$ cat src/exbus_pkg.sv
////////////////////////////////////////
// Debug-bus reply compressor widths,
// word kinds, code points and word union
////////////////////////////////////////
`default_nettype none

package exbus_pkg;

	// Word geometry
	localparam int EXBUS_WORD_W  = 35;
	localparam int EXBUS_VALUE_W = 32;

	// Kind field, bits 34..33
	localparam logic [1:0] EXBUS_KIND_ADDR    = 2'b00;
	localparam logic [1:0] EXBUS_KIND_READ    = 2'b01;
	localparam logic [1:0] EXBUS_KIND_ACK     = 2'b10;
	localparam logic [1:0] EXBUS_KIND_SPECIAL = 2'b11;

	// Ack count in bits 32..28, holds count minus one
	localparam logic [4:0] EXBUS_ACK_MAX = 5'd31;

	// Remembered read values
	localparam int EXBUS_HIST_DEPTH = 4;

	////////////////////////////////////////
	// Address forms, leading bits of word
	////////////////////////////////////////
	localparam logic [5:0] EXBUS_CODE_ADDR_ABS15 = 6'b001110;
	localparam logic [5:0] EXBUS_CODE_ADDR_DIFF15 = 6'b001111;
	localparam logic [5:0] EXBUS_CODE_ADDR_ABS8 = 6'b001100;
	localparam logic [5:0] EXBUS_CODE_ADDR_DIFF8 = 6'b001101;
	localparam logic [3:0] EXBUS_CODE_ADDR_DIFF3 = 4'b0010;

	////////////////////////////////////////
	// Read forms
	////////////////////////////////////////
	localparam logic [4:0] EXBUS_CODE_READ_SMALL = 5'b01110;
	localparam logic [4:0] EXBUS_CODE_READ_BIG = 5'b01111;
	// Followed by 2-bit history index
	localparam logic [4:0] EXBUS_CODE_READ_HIST = 5'b01100;

	// Uncompressed view
	typedef struct packed {
		logic [1:0] kind;
		logic flag;
		logic [EXBUS_VALUE_W-1:0] value;
	} exbus_full_t;

	// Compressed view, 7-bit lead then payload
	typedef struct packed {
		logic [6:0] lead;
		logic [EXBUS_WORD_W-8:0] payload;
	} exbus_code_t;

	typedef union packed {
		exbus_full_t full;
		exbus_code_t code;
	} exbus_word_t;

	// True when value sign-extends from bit sign_bit
	function automatic logic exbus_fits(input logic [EXBUS_VALUE_W-1:0] value,
			input int sign_bit);
		logic [EXBUS_VALUE_W-1:0] upper;
		upper = $signed(value) >>> sign_bit;
		return (upper == '0) || (upper == '1);
	endfunction

endpackage

`default_nettype wire

$ cat src/exbus_stage_if.sv
////////////////////////////////////////
// Stage valids and load enables between
// pipeline control and datapath
////////////////////////////////////////
`timescale 1ns/1ps
`default_nettype none

interface exbus_stage_if;

	// Stage valids
	logic ack_stb;
	logic a_stb;
	logic r_stb;
	// Load enables
	logic ack_ce;
	logic a_ce;
	logic r_ce;
	// Incoming ack folds into stage 1
	logic ack_increment;

	modport control (
		output ack_stb, a_stb, r_stb,
		output ack_ce, a_ce, r_ce,
		input ack_increment
	);

	modport ack_merge (
		input ack_stb, ack_ce,
		output ack_increment
	);

	modport datapath (
		input ack_stb, a_stb, r_stb,
		input ack_ce, a_ce, r_ce
	);

endinterface

`default_nettype wire

$ cat src/exbus_stage_ctrl.sv
////////////////////////////////////////
// Three-stage valid and stall control
////////////////////////////////////////
`timescale 1ns/1ps
`default_nettype none

module exbus_stage_ctrl (
	input  logic i_clk,
	input  logic i_reset,
	input  logic i_stb,
	input  logic i_busy,
	output logic o_busy,
	exbus_stage_if.control stage
);

	logic r_busy;
	logic a_busy;

	// Stall ripples back from the output
	assign r_busy = stage.r_stb && i_busy;
	assign a_busy = stage.a_stb && r_busy;

	// A stage loads when empty or its successor moves
	assign stage.r_ce = !stage.r_stb || !i_busy;
	assign stage.a_ce = !stage.a_stb || !r_busy;
	assign stage.ack_ce = !stage.ack_stb || !a_busy;

	// Stalled stage 1 still takes a mergeable ack
	assign o_busy = stage.ack_stb && a_busy && !stage.ack_increment;

	////////////////////////////////////////
	// Stage valid flops
	////////////////////////////////////////
	always_ff @(posedge i_clk)
		if (i_reset)
		begin
			stage.ack_stb <= 1'b0;
			stage.a_stb <= 1'b0;
			stage.r_stb <= 1'b0;
		end
		else
		begin
			if (stage.ack_ce)
				stage.ack_stb <= i_stb;
			if (stage.a_ce)
				stage.a_stb <= stage.ack_stb;
			if (stage.r_ce)
				stage.r_stb <= stage.a_stb;
		end

endmodule

`default_nettype wire

$ cat src/exbus_ack_merge.sv
////////////////////////////////////////
// Stage 1, ack merging and tracking of
// the current bus address
////////////////////////////////////////
`timescale 1ns/1ps
`default_nettype none

module exbus_ack_merge (
	input  logic i_clk,
	input  logic i_reset,
	input  exbus_pkg::exbus_word_t i_word,
	exbus_stage_if.ack_merge stage,
	output exbus_pkg::exbus_word_t o_ack_word,
	output logic [exbus_pkg::EXBUS_VALUE_W-1:0] o_diff
);

	import exbus_pkg::*;

	logic accept;
	logic [EXBUS_VALUE_W-1:0] bus_addr;

	// Held ack absorbs next ack until count saturates
	assign stage.ack_increment = stage.ack_stb
		&& (i_word.full.kind == EXBUS_KIND_ACK)
		&& (o_ack_word.full.kind == EXBUS_KIND_ACK)
		&& (o_ack_word.code.lead[4:0] != EXBUS_ACK_MAX);

	// Word taken either as a new stage-1 word or a merge
	assign accept = (stage.ack_ce || stage.ack_increment);

	////////////////////////////////////////
	// Stage-1 word and ack count
	////////////////////////////////////////
	always_ff @(posedge i_clk)
		if (stage.ack_ce)
			o_ack_word <= i_word;
		else if (stage.ack_increment)
			// Count lives in bits 32..28
			o_ack_word.code.lead[4:0] <= o_ack_word.code.lead[4:0] + 5'd1;

	////////////////////////////////////////
	// Bus address tracking
	////////////////////////////////////////
	always_ff @(posedge i_clk)
		if (i_reset)
			bus_addr <= '0;
		else if (accept)
		begin
			case (i_word.full.kind)
				EXBUS_KIND_ADDR:
					bus_addr <= i_word.full.value;
				EXBUS_KIND_READ,
				EXBUS_KIND_ACK:
					// Bit 0 marks auto-increment
					if (bus_addr[0])
						bus_addr <= bus_addr + 32'd4;
				EXBUS_KIND_SPECIAL:
					bus_addr <= bus_addr;
			endcase
		end

	// Word-aligned distance from tracked address
	always_ff @(posedge i_clk)
		if (accept)
		begin
			o_diff[EXBUS_VALUE_W-1:2] <= i_word.full.value[EXBUS_VALUE_W-1:2]
				- bus_addr[EXBUS_VALUE_W-1:2];
			o_diff[1:0] <= 2'b00;
		end

endmodule

`default_nettype wire

$ cat src/exbus_addr_encode.sv
////////////////////////////////////////
// Stage 2, picks the shortest address form
////////////////////////////////////////
`timescale 1ns/1ps
`default_nettype none

module exbus_addr_encode (
	input  logic i_clk,
	exbus_stage_if.datapath stage,
	input  exbus_pkg::exbus_word_t i_ack_word,
	input  logic [exbus_pkg::EXBUS_VALUE_W-1:0] i_diff,
	output exbus_pkg::exbus_word_t o_a_word
);

	import exbus_pkg::*;

	exbus_word_t a_next;
	logic [EXBUS_VALUE_W-1:0] addr;

	assign addr = i_ack_word.full.value;

	////////////////////////////////////////
	// Form selection
	////////////////////////////////////////
	always_comb
	begin
		a_next = i_ack_word;
		if (i_ack_word.full.kind == EXBUS_KIND_ADDR)
		begin
			// Worst form first, later hits overwrite
			// 15-bit forms fill bits 34..14
			if (exbus_fits(i_diff, 16))
				a_next[34:14] = {EXBUS_CODE_ADDR_DIFF15, i_diff[16:2]};
			if (exbus_fits(addr, 16))
				a_next[34:14] = {EXBUS_CODE_ADDR_ABS15, addr[16:2]};

			// 8-bit forms, bits 34..21
			if (exbus_fits(i_diff, 9))
				a_next[34:21] = {EXBUS_CODE_ADDR_DIFF8, i_diff[9:2]};
			if (exbus_fits(addr, 9))
				a_next[34:21] = {EXBUS_CODE_ADDR_ABS8, addr[9:2]};

			// Best, 3-bit step in the lead code alone
			if (exbus_fits(i_diff, 4))
				a_next.code.lead = {EXBUS_CODE_ADDR_DIFF3, i_diff[4:2]};
		end
	end

	// Stage-2 word
	always_ff @(posedge i_clk)
		if (stage.a_ce)
			o_a_word <= a_next;

endmodule

`default_nettype wire

$ cat src/exbus_read_encode.sv
////////////////////////////////////////
// Read history, read size classes and
// the stage-3 output word
////////////////////////////////////////
`timescale 1ns/1ps
`default_nettype none

module exbus_read_encode (
	input  logic i_clk,
	input  logic i_reset,
	exbus_stage_if.datapath stage,
	input  exbus_pkg::exbus_word_t i_ack_word,
	input  exbus_pkg::exbus_word_t i_a_word,
	output exbus_pkg::exbus_word_t o_word
);

	import exbus_pkg::*;

	logic [EXBUS_VALUE_W-1:0] hist [EXBUS_HIST_DEPTH];
	logic [EXBUS_HIST_DEPTH-1:0] hist_valid;
	logic [EXBUS_HIST_DEPTH-1:0] hist_hit;
	logic [EXBUS_HIST_DEPTH-1:0] hit_next;
	logic [EXBUS_HIST_DEPTH-1:0] rd_hit;
	logic rd_small;
	logic rd_big;
	logic a_push;
	logic a_same;
	logic [1:0] hist_idx;
	exbus_word_t r_next;

	// Unmatched stage-2 read enters history as it leaves
	assign a_push = stage.a_ce && stage.a_stb
		&& (i_a_word.full.kind == EXBUS_KIND_READ) && (rd_hit == '0);
	assign a_same = (i_a_word.full.value == i_ack_word.full.value);

	////////////////////////////////////////
	// Stage-1 read against the history
	////////////////////////////////////////
	always_comb
	begin
		for (int i = 0; i < EXBUS_HIST_DEPTH; i++)
			hist_hit[i] = hist_valid[i] && (hist[i] == i_ack_word.full.value);
		// Indices shift by one when a push lands this cycle
		if (a_push)
			hit_next = {hist_hit[EXBUS_HIST_DEPTH-2:0], a_same};
		else
			hit_next = hist_hit;
	end

	// Match and size flags follow the word into stage 2
	always_ff @(posedge i_clk)
		if (i_reset)
		begin
			rd_hit <= '0;
			rd_small <= 1'b0;
			rd_big <= 1'b0;
		end
		else if (stage.a_ce)
		begin
			if (stage.ack_stb && (i_ack_word.full.kind == EXBUS_KIND_READ))
			begin
				rd_hit <= hit_next;
				rd_small <= exbus_fits(i_ack_word.full.value, 8);
				rd_big <= exbus_fits(i_ack_word.full.value, 15);
			end
			else
			begin
				rd_hit <= '0;
				rd_small <= 1'b0;
				rd_big <= 1'b0;
			end
		end

	// History shift register, newest in slot 0
	always_ff @(posedge i_clk)
		if (a_push)
		begin
			for (int i = EXBUS_HIST_DEPTH-1; i > 0; i--)
				hist[i] <= hist[i-1];
			hist[0] <= i_a_word.full.value;
		end

	always_ff @(posedge i_clk)
		if (i_reset)
			hist_valid <= '0;
		else if (a_push)
			hist_valid <= {hist_valid[EXBUS_HIST_DEPTH-2:0], 1'b1};

	////////////////////////////////////////
	// Output word
	////////////////////////////////////////
	always_comb
	begin
		// Lowest matching slot wins
		hist_idx = 2'd0;
		for (int i = EXBUS_HIST_DEPTH-1; i >= 0; i--)
			if (rd_hit[i])
				hist_idx = 2'(i);

		r_next = i_a_word;
		if (rd_big)
			r_next[34:14] = {EXBUS_CODE_READ_BIG, i_a_word.full.value[15:0]};
		if (rd_small)
			r_next[34:21] = {EXBUS_CODE_READ_SMALL, i_a_word.full.value[8:0]};
		if (rd_hit != '0)
			r_next.code.lead = {EXBUS_CODE_READ_HIST, hist_idx};
	end

	always_ff @(posedge i_clk)
		if (stage.r_ce)
			o_word <= r_next;

endmodule

`default_nettype wire

$ cat src/exbus_compress.sv
////////////////////////////////////////
// Debug-bus reply stream compressor
////////////////////////////////////////
`timescale 1ns/1ps
`default_nettype none

module exbus_compress (
	input  logic i_clk,
	input  logic i_reset,
	// Incoming reply stream
	input  logic i_stb,
	input  logic [exbus_pkg::EXBUS_WORD_W-1:0] i_word,
	output logic o_busy,
	// Compressed stream
	output logic o_stb,
	output logic [exbus_pkg::EXBUS_WORD_W-1:0] o_word,
	input  logic i_busy
);

	import exbus_pkg::*;

	exbus_word_t ack_word;
	exbus_word_t a_word;
	logic [EXBUS_VALUE_W-1:0] diff;

	exbus_stage_if stage_if ();

	exbus_stage_ctrl ctrl_i (
		.i_clk  (i_clk),
		.i_reset(i_reset),
		.i_stb  (i_stb),
		.i_busy (i_busy),
		.o_busy (o_busy),
		.stage  (stage_if.control)
	);

	exbus_ack_merge ack_merge_i (
		.i_clk     (i_clk),
		.i_reset   (i_reset),
		.i_word    (i_word),
		.stage     (stage_if.ack_merge),
		.o_ack_word(ack_word),
		.o_diff    (diff)
	);

	exbus_addr_encode addr_encode_i (
		.i_clk     (i_clk),
		.stage     (stage_if.datapath),
		.i_ack_word(ack_word),
		.i_diff    (diff),
		.o_a_word  (a_word)
	);

	exbus_read_encode read_encode_i (
		.i_clk     (i_clk),
		.i_reset   (i_reset),
		.stage     (stage_if.datapath),
		.i_ack_word(ack_word),
		.i_a_word  (a_word),
		.o_word    (o_word)
	);

	// Stage 3 valid is the output strobe
	assign o_stb = stage_if.r_stb;

endmodule

`default_nettype wire

$ cat config.mk
export PLATFORM = sky130hd
export DESIGN_NAME = exbus_compress
export DESIGN_NICKNAME = d
export VERILOG_FILES = /design/src/exbus_pkg.sv /design/src/exbus_stage_if.sv /design/src/exbus_stage_ctrl.sv /design/src/exbus_ack_merge.sv /design/src/exbus_addr_encode.sv /design/src/exbus_read_encode.sv /design/src/exbus_compress.sv
export SDC_FILE = /design/constraint.sdc
export NUM_CORES = 1
export LEC_CHECK = 0
export ABC_AREA = 1
export ABC_CLOCK_PERIOD_IN_PS = 4900
export BUFFER_PORTS_ARGS = -buffer_cell sky130_fd_sc_hd__buf_2
export CORE_UTILIZATION = 40
export CTS_CLUSTER_DIAMETER = 100
export DETAILED_ROUTE_END_ITERATION = 7
export PLACE_DENSITY_LB_ADDON = 0.25
export SYNTH_ARGS = -nofsm -noshare
export SYNTH_HDL_FRONTEND = slang
export SYNTH_SLANG_ARGS = --single-unit
$ cat constraint.sdc
create_clock -name i_clk -period 4.9 [get_ports i_clk]
set_input_delay 0.49 -clock i_clk [delete_from_list [all_inputs] [get_ports i_clk]]
set_output_delay 0.49 -clock i_clk [all_outputs]
set_load 0.02 [all_outputs]
---- After elaboration in Yosys (flattened, before gate mapping) ----
Memory sizes are Yosys's and may differ from the RTL's.
Cells that the tools add are included.
cells by class
  add/subtract/negate cells ............... 3
  equal/unequal tests ..................... 20
  mux-type cells .......................... 23
  bitwise operators ....................... 1
  reduce and logical (&&, ||, !) cells .... 50
operators by type and width
  cell                   count
  $eq 32x32->1 const B   7
  $logic_not 32->1       7
  $eq 32x32->1           5
  $pmux 32 s2            1
  $mux 21                3
  $add 32x3->32 const B  1
  $mux 32                1
  $sub 30x30->30         1
  $mux 14                2
  $mux 18                1
  $logic_and 1x1->1      15
  $logic_or 1x1->1       11
  $mux 11                1
  $mux 2                 5
  $mux 5                 2
  $mux 4                 2
  $logic_not 1->1        7
  $mux 7                 1
  $eq 2x1->1 const B     3
  $eq 2x2->1 const B     3
  $add 5x1->5 const B    1
  $ne 5x5->1 const B     1
  $logic_not 2->1        2
  $logic_not 4->1        1
  9 further kinds        13
storage, ports and cells
  bits in registers ....................... 180
  RAM bits ................................ 128
  output and inout bits ................... 37
  memories ................................ 1
memories
  memory              depth  bits a word  rd ports  clocked after Yosys merged registers in  write ports  RTL line                 source
  read_encode_i.hist  4      32           4         0                                        4            exbus_read_encode.sv:19  logic [EXBUS_VALUE_W-1:0] hist [EXBUS_HIST_DEPTH];

---- Longest topological paths before layout ----
Gate-level depths: netlist of the first run.
  word-level depth ........................ 8
  depth in mapped cells ................... 13
  mapped depth without buffers ............ 13

---- By module ----
From an unflattened synthesis of the first run, not the netlist that was laid out.
unflattened totals
  cells, all modules ...................... 2108
  area, all modules ....................... 17423.0 um2
modules (own cells, without submodules)
  module             instances  cells each  area an instance (um2)  seq. area each (um2)
  exbus_read_encode  1          857         8345.5                  5094.9
  exbus_ack_merge    1          908         6576.3                  2572.5
  exbus_addr_encode  1          330         2386.0                  1051.0
  exbus_stage_ctrl   1          13          115.1                   60.1

---- Worst setup path after synthesis of the first run ----
OpenSTA, ideal clock, no wires.
  path type ............................... register to register
  start point ............................. reg ctrl_i.stage.r_stb
  end point ............................... mem read_encode_i.hist[0][0] (enable)
  setup time .............................. 1254 ps
  data arrival time ....................... 3723 ps
  data required time ...................... 3646 ps
  setup slack ............................. -78 ps
  cell stages (with the launch flop) ...... 6
  path buffers ............................ 0
  cell sequence ........................... dfxtp_1 nand2_2 nand2_1 nor3_1 nand2_1 clkinv_1
RTL lines
  element                 RTL line                 source
  start, declared         exbus_stage_if.sv:22     output ack_stb, a_stb, r_stb,
  start signal, assigned  exbus_stage_ctrl.sv:48   stage.r_stb <= stage.a_stb;
  end, declared           exbus_read_encode.sv:19

---- Worst setup path after layout of the first run ----
  start point ............................. reg ctrl_i.stage.r_stb
  end point ............................... out o_busy
between the ends
  cells in the longest elaborated chain, start to end .. 4
RTL lines
  element                          RTL line                source
  $logic_and 1x1->1                exbus_stage_ctrl.sv:20  assign r_busy = stage.r_stb && i_busy;
  $logic_and 1x1->1                exbus_stage_ctrl.sv:21  assign a_busy = stage.a_stb && r_busy;
  $logic_and 1x1->1 (2 in series)  exbus_stage_ctrl.sv:29  assign o_busy = stage.ack_stb && a_busy && !stage.ack_increment;
  end, declared                    exbus_compress.sv:13    output logic o_busy,
No other way between the ends.

==> summary.md, run 1 <==
| Metric | Value |
|---|---|
| Status | `finished, final reports clean` |
| Final Hold Viols | `0` |
| Worst EP required | `4.41 ns` |
| Switching share of power | `0.283` |
| RSZ-0062 raised after global routing | `no` |
| Antenna viol nets, final | `0` |
| Post-CTS Setup Bufs | `0` |
| Met2 WL | `24.3 mm` |
| First-pass GRT wire length | `75.8 mm` |
| Top_reg_cell synth | `edfxtp_1` |
| Total core area | `40900 um2` |
| Max layer used | `met4` |
| Final min period | `3.49 ns` |
| Pwr/cell area | `368 nW/um2` |
| Clk Latency, worst-skew pair | `0.55 ns` |
| Number of vias per cell | `5.35` |
| DP HPWL | `39.4 mm` |
| CP max stage cell | `nand2_2` |
| Ant. Diodes | `0` |
| # nets final | `2031` |
| Drt first pass iters | `5` |
| Cts hold-fix bufs | `0` |
| Post-Syn Nets | `1967` |
| DR vias | `13500` |
| Grt total ovfl | `0` |
| Area delta synth->final | `11.6%` |
| Final setup violation count | `0` |
| CP startpoint kind | `flip-flop` |
| Clock transition at the registers of the reported paths | `0.06 ns` |
| Mapped Cells | `1892` |
| HP Class | `in2reg` |
| P_leak | `7.47 nW` |
| Top delay family on crit path | `buffers and inverters` |
| Final setup margin | `1.41 ns` |
| Synth area leaders | `edfxtp_1 47%, nand2_1 12%, dfxtp_1 5.3%, inv_1 4.5%, xnor2_1 4.4%` |
| Mapped cell area | `16600 um2` |
| CTS tree | `built` |
| Fin crit share | `0.713` |
| Critical path class | `reg2out` |
| Layout cells sized above 1 | `0.0888` |
| Number of cell rows | `74` |
| FMAX | `0.286 GHz` |
| IO Pins | `76` |
| Die Width | `206 um` |
| Die Height | `206 um` |
| Crit-path max FO | `38` |
| Synth area leader | `edfxtp_1` |
| Clk buf depth | `3` |
| Largest net degree at the start of global routing | `92` |
| Skew final | `0.0258 ns` |
| Max stage delay on crit path | `0.68 ns` |
| Ys async rst share | `0` |
| Global-route usage over all layers | `0.241` |
| Setup_tns | `0 ns` |
| Max Transition Viols Final | `0` |
| Most frequent cells in the layout | `525 x nand2_1, 263 x edfxtp_1, 200 x inv_1` |
| Gpl congestion | `0.965` |
| Dpl ws | `1.56 ns` |
| Worst setup EP type | `output port` |
| Worst slew margin | `0.308` |
| Routed wl met3 | `3.07 mm` |
| Sequential power share | `0.477` |
| FF+latch count, synth | `307` |
| Starting Density | `0.407` |
| Drt wl/cell | `20.2 um` |
| Post-cts sizing count | `0` |
| Internal power | `4.91 mW` |
| Most common cell on crit path | `nor2_8` |
| Seq/Total Area, Yosys | `0.528` |
| Worst slew pin tran | `1.04 ns` |
| Cell Chain, Critical Path | `nand2_2 -> nor2_8 -> inv_4 -> nor2_8 -> o31ai_4 -> buf_4 -> inv_1 -> buf_2` |
| Fillers | `4030` |
| CTS H-tree depth | `2` |
| PortBufs | `75` |
| Combinational Power Share | `0.135` |
| Yosys cell types | `53` |
| Util after Layout | `0.454` |
| Psw | `1.94 mW` |
| Synth top area share | `0.475` |
| Clock share of power | `0.387` |
| Wl on met1 | `20.9 mm` |
| Mean Syn Cell Area | `8.80 um2` |
| Commonest non-fill, non-tap cell in the layout | `nand2_1` |
| EDFF count, synth | `263` |
| Initial antenna violation count | `0` |
| Worst VDD drop | `0.000230 V` |
| Die footprint | `42400 um2` |
| Initial DRC Count | `1085` |
| Hold WS | `0.131 ns` |
| Buf/Inv on CP | `4` |
| Drt drc | `0` |
| Worst Path Arrival | `3.00 ns` |
| Num CTS Buffers | `36` |
| Yosys warnings | `0` |
| Root buffer cell | `clkbuf_16` |
| Vias in the first global route | `13000` |
| WL final | `50.9 mm` |
| Clk sinks | `307` |
| # Max-Cap Violations | `0` |
## sequential cells by signal (all words and copies together) (netlist names)
register / count
ctrl_i.stage.a_stb: 1
ack_merge_i.o_ack_word: 35
read_encode_i.o_word: 35
read_encode_i.rd_small: 1
ack_merge_i.o_diff: 30
read_encode_i.rd_hit: 4
read_encode_i.hist: 128
ctrl_i.stage.r_stb: 1
read_encode_i.hist_valid: 4
ctrl_i.stage.ack_stb: 1
addr_encode_i.o_a_word: 35
read_encode_i.rd_big: 1
ack_merge_i.bus_addr: 31
## synthesized netlist by cell type (2+ instances only)
master      n
ha_1       35
nand2_2     7
o221ai_1    3
o21bai_1    4
clkinv_1    4
o21ai_0    54
nand4_1    44
inv_2       9
nand3_2     2
a21boi_1    2
buf_6       7
o211ai_1    9
a31oi_1     4
xnor2_1    83
o21a_1      3
buf_2      23
nor2_1    176
edfxtp_1  263
a21boi_0    3
buf_4       8
clkbuf_1   15
nor3b_1     4
nor2_4      3
a22oi_1     3
inv_1     200
nor3_2      3
a21o_1      5
nor2_8      2
or2_2       5
xor2_1     30
o21ai_1    34
a21oi_1   132
nor3_1     34
nor4_1      3
nand3_1    80
o22ai_1     9
dfxtp_1    44
nand2_1   525
nor2_2      3
o21ai_2     2
## kinds of logic after synthesis
| kind of cell | Yosys count | share of synthesized area |
|---|---|---|
| xor+xnor | 113 | 0.0595 |
| buf+inv | 270 | 0.0681 |
| simple gates | 893 | 0.226 |
| compound gates | 273 | 0.0916 |
| fa+ha+maj | 36 | 0.0275 |
| flops | 307 | 0.528 |
## routing by layer
metal | global-route usage | vias to the layer above
met2 | 0.400 | 520
li1 | - | 6444
met4 | 0.132 | 0
met1 | 0.303 | 6387
met3 | 0.0312 | 115
met5 | 0 | -
## path summary, 6_finish.rpt
check | cells after the start | start | slack [ns] | endpoint
worst max-delay path | 8 | ctrl_i.stage.r_stb | 1.41 | o_busy
worst min register to register | 0 | read_encode_i.hist[1][0] | 0.46 | read_encode_i.hist[2][0]
worst max register to register | 6 | ctrl_i.stage.r_stb | 1.83 | ack_merge_i.o_ack_word[1]
worst min-delay path | 1 | i_word[1] | 0.13 | ack_merge_i.o_ack_word[1]
## power groups by stage
stage	Clock, mW	Sequential, mW	Combinational, mW
4_1_cts	2.68	3.26	0.917
5_1_grt	2.78	3.29	1.02
6_report	2.65	3.27	0.926
3_5_place_dp	0	3.32	0.912
3_3_place_gp	0	3.31	0.902
2_1_floorplan	0	3.23	0.646
## cell type report
cell class	instances	area (um2)	share of cell area
inverter	215	817	0.0440
timing repair buffer	81	433	0.0233
clock inverter	16	155	0.00835
clock buffer	49	1000	0.0539
tap	532	666	0.0358
multi-input combinational	1315	6730	0.362
sequential	307	8780	0.472
## worst reg2reg max path, cell delays in order (launching register included)
cell and delay [ns]:
dfxtp_1 0.34, nand2_2 0.53, nor2_8 0.38, inv_4 0.26, nor2_8 0.19, clkinv_1 0.64
buf_4 0.46
## through the flow
step | area [um2] | total power [mW] | cells
after floorplan | 16600 | 3.88 | 1892
after global placement | 17400 | 4.22 | 2450
after detailed placement | 17400 | 4.23 | 2450
after CTS | 18600 | 6.86 | 2515
after global routing | 18600 | 7.09 | 2515
final | 18600 | 6.84 | 2515
No activity file was read; power rests on OpenSTA's default activity.
==> run 2, diff against run 1 <==
Settings changed: ABC_CLOCK_PERIOD_IN_PS 4900 to 3400.
Clock period 4.9 ns to 3.4 ns, I/O delays scaled along.
==> summary.md, run 2 (synthesis gave the netlist of run 1 again) <==
| Metric | Value |
|---|---|
| Status | `finished, final reports clean` |
| Drt drc | `0` |
| Commonest non-fill, non-tap cell in the layout | `nand2_1` |
| Grt total ovfl | `0` |
| CP startpoint kind | `flip-flop` |
| Cell Area, Placed | `17500 um2` |
| Most frequent cells in the layout | `525 x nand2_1, 263 x edfxtp_1, 200 x inv_1` |
| Psw | `2.80 mW` |
| Antenna viol nets, final | `0` |
| Die Height | `206 um` |
| Placed cells | `2460` |
| RSZ-0062 raised after global routing | `no` |
| HP Class | `in2reg` |
| Pwr Total | `9.87 mW` |
| DR vias | `13400` |
| DP HPWL | `39.7 mm` |
| P_leak | `7.54 nW` |
| Internal power | `7.07 mW` |
| Clock share of power | `0.389` |
| Switching share of power | `0.284` |
| Initial antenna violation count | `0` |
| Clk sinks | `307` |
| Crit-path max FO | `37` |
| Design area | `18700 um2` |
| Pwr/cell area | `527 nW/um2` |
| Clk buf depth | `3` |
| Drt first pass iters | `6` |
| Largest net degree at the start of global routing | `50` |
| Max Transition Viols Final | `0` |
| Worst slew margin | `0.246` |
| Combinational Power Share | `0.132` |
| Die footprint | `42400 um2` |
| WL final | `51.8 mm` |
| Final min period | `3.18 ns` |
| Final Hold Viols | `0` |
| PortBufs | `75` |
| Area delta synth->final | `12.6%` |
| Sequential power share | `0.479` |
| Root buffer cell | `clkbuf_16` |
| FMAX | `0.314 GHz` |
| Starting Density | `0.407` |
| # Max-Cap Violations | `0` |
| IO Pins | `76` |
| Vias in the first global route | `13100` |
| Number of vias per cell | `5.28` |
| Layout cells sized above 1 | `0.0930` |
| Worst slew pin tran | `1.13 ns` |
| Drt wl/cell | `20.5 um` |
| # nets final | `2049` |
| Fin crit share | `0.936` |
| Setup_tns | `0 ns` |
| Initial DRC Count | `1222` |
| Worst setup EP type | `output port` |
| Clock transition at the registers of the reported paths | `0.06 ns` |
| Non-Filler Instances | `2532` |
| Critical path class | `reg2out` |
| Largest Register | `read_encode_i.hist` |
| Clk Latency, worst-skew pair | `0.56 ns` |
| Worst VDD drop | `0.000315 V` |
| Worst Path Arrival | `2.84 ns` |
| Num CTS Buffers | `36` |
| Max FFs per register | `128` |
| CTS H-tree depth | `2` |
| Global-route usage over all layers | `0.249` |
| First-pass GRT wire length | `78.0 mm` |
| Final setup violation count | `0` |
| Gpl congestion | `0.935` |
| Post-CTS Setup Bufs | `0` |
| Number of cell rows | `74` |
| Worst EP required | `3.06 ns` |
| Total core area | `40900 um2` |
| CTS tree | `built` |
| Ant. Diodes | `0` |
| Die Width | `206 um` |
| Skew final | `0.0231 ns` |
==> run 2: layout make-up <==
type                            instances  area (um2)
Tap cell                              532         666
Timing Repair Buffer                   99         601
Clock buffer                           43         948
Inverter                              215         817
Clock inverter                         21         195
Fill cell                            4015       22200
Sequential cell                       307        8780
Multi-Input combinational cell       1315        6730
==> run 2: power by group through the flow <==
stage | combinational, mW | sequential [mW] | clock [mW]
after floorplan | 0.931 | 4.65 | 0
after global placement | 1.28 | 4.79 | 0
after detailed placement | 1.29 | 4.80 | 0
after CTS | 1.30 | 4.72 | 3.90
after global routing | 1.46 | 4.75 | 4.03
final | 1.30 | 4.72 | 3.84
==> run 2: worst max-delay path, cell delays in order, from the launching register on <==
cell      delay, ns
edfxtp_1       0.55
ha_1           0.29
nand3_1        0.08
inv_1          0.10
ha_1           0.23
o31ai_4        0.31
buf_4          0.47
inv_1          0.08
buf_2          0.17
==> run 2: metal layers <==
layer | global-route usage | share of wire | vias up | routed length [um]
met5 | 0 | 0 | - | 0
met3 | 0.0300 | 0.056 | 100 | 2880
met4 | 0.112 | 0.040 | 0 | 2090
met1 | 0.312 | 0.41 | 6346 | 21200
met2 | 0.428 | 0.49 | 442 | 25600
li1 | - | - | 6473 | -
==> run 2: repair_timing <==
action                                 4_1_cts  5_1_grt
hold buffers                                 8        0
endpoints found under the hold margin        8        0
gates resized for setup                      0        0
==> run 2: stage by stage <==
| stage | utilization | worst slack [ns] | hold WS (ns) |
|---|---|---|---|
| floorplan | - | 0.0906 | 0.409 |
| global placement | 0.428 | 0.661 | 0.436 |
| detailed placement | 0.428 | 0.648 | 0.436 |
| CTS | 0.458 | 0.157 | 0.00513 |
| global route | 0.458 | 0.0353 | 0.0157 |
| finish | 0.458 | 0.216 | 0.0309 |
==> run 2: final timing paths <==
| check | startpoint | slack [ns] | endpoint | cells after the start |
|---|---|---|---|---|
| min reg2reg | read_encode_i.hist[1][0] | 0.45 | read_encode_i.hist[2][0] | 0 |
| max reg2reg | ack_merge_i.o_ack_word[29] | 0.65 | ack_merge_i.bus_addr[4] | 10 |
| min | i_word[4] | 0.03 | ack_merge_i.o_ack_word[4] | 1 |
| max | ack_merge_i.o_ack_word[29] | 0.22 | o_busy | 8 |
==> run 3, diff against run 2 <==
Settings changed: CELL_PAD_IN_SITES_DETAIL_PLACEMENT set to 1, CELL_PAD_IN_SITES_GLOBAL_PLACEMENT set to 1.
==> summary.md, run 3 (synthesis gave the netlist of run 1 again) <==
| Metric | Value |
|---|---|
| Clock transition at the registers of the reported paths | `0.06 ns` |
| CP max stage cell | `edfxtp_1` |
| CP startpoint kind | `flip-flop` |
| Clk Latency, worst-skew pair | `0.56 ns` |
| Reg2Reg Setup Slack | `0.73 ns` |
| Worst-case reg-to-reg path depth | `9` |
| Cell Chain, Critical Path | `ha_1 -> nand3_1 -> inv_1 -> ha_1 -> o31ai_4 -> buf_12 -> inv_1 -> buf_2` |
| # Max-Cap Violations | `0` |
| Drt wl/cell | `22.6 um` |
| Final setup margin | `0.354 ns` |
| Global-route usage over all layers | `0.274` |
| Commonest non-fill, non-tap cell in the layout | `nand2_1` |
| # nets final | `2047` |
| Max stage delay on crit path | `0.56 ns` |
| Die Height | `206 um` |
| Num CTS Buffers | `36` |
| FMAX | `0.328 GHz` |
| RSZ-0062 raised after global routing | `no` |
| Vias in the first global route | `14700` |
| Met2 WL | `29.3 mm` |
| Largest net degree at the start of global routing | `41` |
| P_leak | `7.54 nW` |
| Drt first pass iters | `7` |
| Critical path class | `reg2out` |
| Fin crit share | `0.896` |
| Final min period | `3.05 ns` |
| Area delta synth->final | `12.4%` |
| Worst VDD drop | `0.000300 V` |
| Worst slew pin tran | `1.18 ns` |
| Util after Layout | `0.457` |
| Post-cts sizing count | `0` |
| Max FFs per register | `128` |
| Dpl ws | `0.731 ns` |
| FF-to-FF Start | `ack_merge_i.bus_addr[4]` |
| Max layer used | `met5` |
| CTS H-tree depth | `2` |
| Initial DRC Count | `913` |
| CP startpoint | `ack_merge_i.o_ack_word[29]` |
| Gpl congestion | `0.924` |
| Sequential cell area | `8780 um2` |
| Top delay family on crit path | `flip-flops` |
| CTS tree | `built` |
| Status | `finished, final reports clean` |
| Multi-input logic area | `6730 um2` |
| IO Pins | `76` |
| Die footprint | `42400 um2` |
| Number of vias per cell | `5.38` |
| Worst slew margin | `0.213` |
| Drt drc | `0` |
| PortBufs | `75` |
| Worst setup EP type | `output port` |
| Largest Register | `read_encode_i.hist` |
| Setup_tns | `0 ns` |
| Pwr Total | `9.84 mW` |
| WL final | `57.1 mm` |
| Clk sinks | `307` |
| Routed wl met3 | `1.72 mm` |
| Fillers | `4819` |
| First-pass GRT wire length | `86.0 mm` |
| Critical Path End | `o_busy` |
| Grt total ovfl | `0` |
| Worst Path Arrival | `2.71 ns` |
| Number of cell rows | `74` |
| Root buffer cell | `clkbuf_16` |
| Most frequent cells in the layout | `525 x nand2_1, 263 x edfxtp_1, 200 x inv_1` |
| Pwr/cell area | `526 nW/um2` |
| Buf/Inv on CP | `4` |
| Max Transition Viols Final | `0` |
| Initial antenna violation count | `1` |
| Antenna viol nets, final | `0` |
| Skew final | `0.0179 ns` |
| HP Class | `in2reg` |
| DP HPWL | `44.2 mm` |
| Crit-path max FO | `28` |
| Final setup violation count | `0` |
| Layout cells sized above 1 | `0.0925` |
| Starting Density | `0.407` |
| Final Hold Viols | `0` |
| CP Depth | `8` |
| Wl on met1 | `23.2 mm` |
| Clk buf depth | `3` |
| Die Width | `206 um` |
| DR vias | `13600` |
| Ant. Diodes | `0` |
| Worst EP required | `3.06 ns` |
| R2r endpoint | `ack_merge_i.o_diff[31]` |
| Total core area | `40900 um2` |
[run 3: area by class of cell]
| class | count | area share |
|---|---|---|
| clock buffer | 43 | 0.0501 |
| clock inverter | 22 | 0.00930 |
| inverter | 215 | 0.0437 |
| multi-input combinational | 1315 | 0.360 |
| sequential | 307 | 0.469 |
| tap | 532 | 0.0356 |
| timing repair buffer | 97 | 0.0322 |
[run 3: metrics by stage]
| stage | hold slack [ns] | std cells | instance area (um2) |
|---|---|---|---|
| after global placement | 0.430 | 2461 | 17500 |
| final | 0.0170 | 2531 | 18700 |
| after floorplan | 0.409 | 1892 | 16600 |
| after CTS | 0.00148 | 2531 | 18700 |
| after global routing | 0.0107 | 2531 | 18700 |
| after detailed placement | 0.434 | 2461 | 17500 |
[run 3: metal layers]
metal,track usage,up-vias
met1,0.320,6743
met3,0.0289,123
li1,-,6465
met2,0.496,282
met5,0,-
met4,0.137,2
[run 3: how the worst min path moves through the flow]
stage	from	end	slack, ns	cells past startpoint
CTS	i_word[33]	ack_merge_i.o_ack_word[33]	0.001	1
floorplan	i_reset	read_encode_i.hist_valid[0]	0.41	1
detailed placement	read_encode_i.hist[1][0]	read_encode_i.hist[2][0]	0.43	0
finish	i_word[33]	ack_merge_i.o_ack_word[33]	0.02	1
global placement	read_encode_i.hist[1][0]	read_encode_i.hist[2][0]	0.43	0
global route	i_word[33]	ack_merge_i.o_ack_word[33]	0.01	1
[run 3: power by group]
group / switching, mW / total (mW) / internal, mW / leakage [nW]
Clock: 1.63 / 3.76 / 2.13 / 0.542
Combinational: 0.890 / 1.35 / 0.457 / 4.05
Sequential: 0.346 / 4.73 / 4.39 / 2.95
[run 3: timing repair]
action | CTS | global route
endpoints found under the hold margin | 5 | 0
setup buffers | 0 | 0
hold buffers | 5 | 0
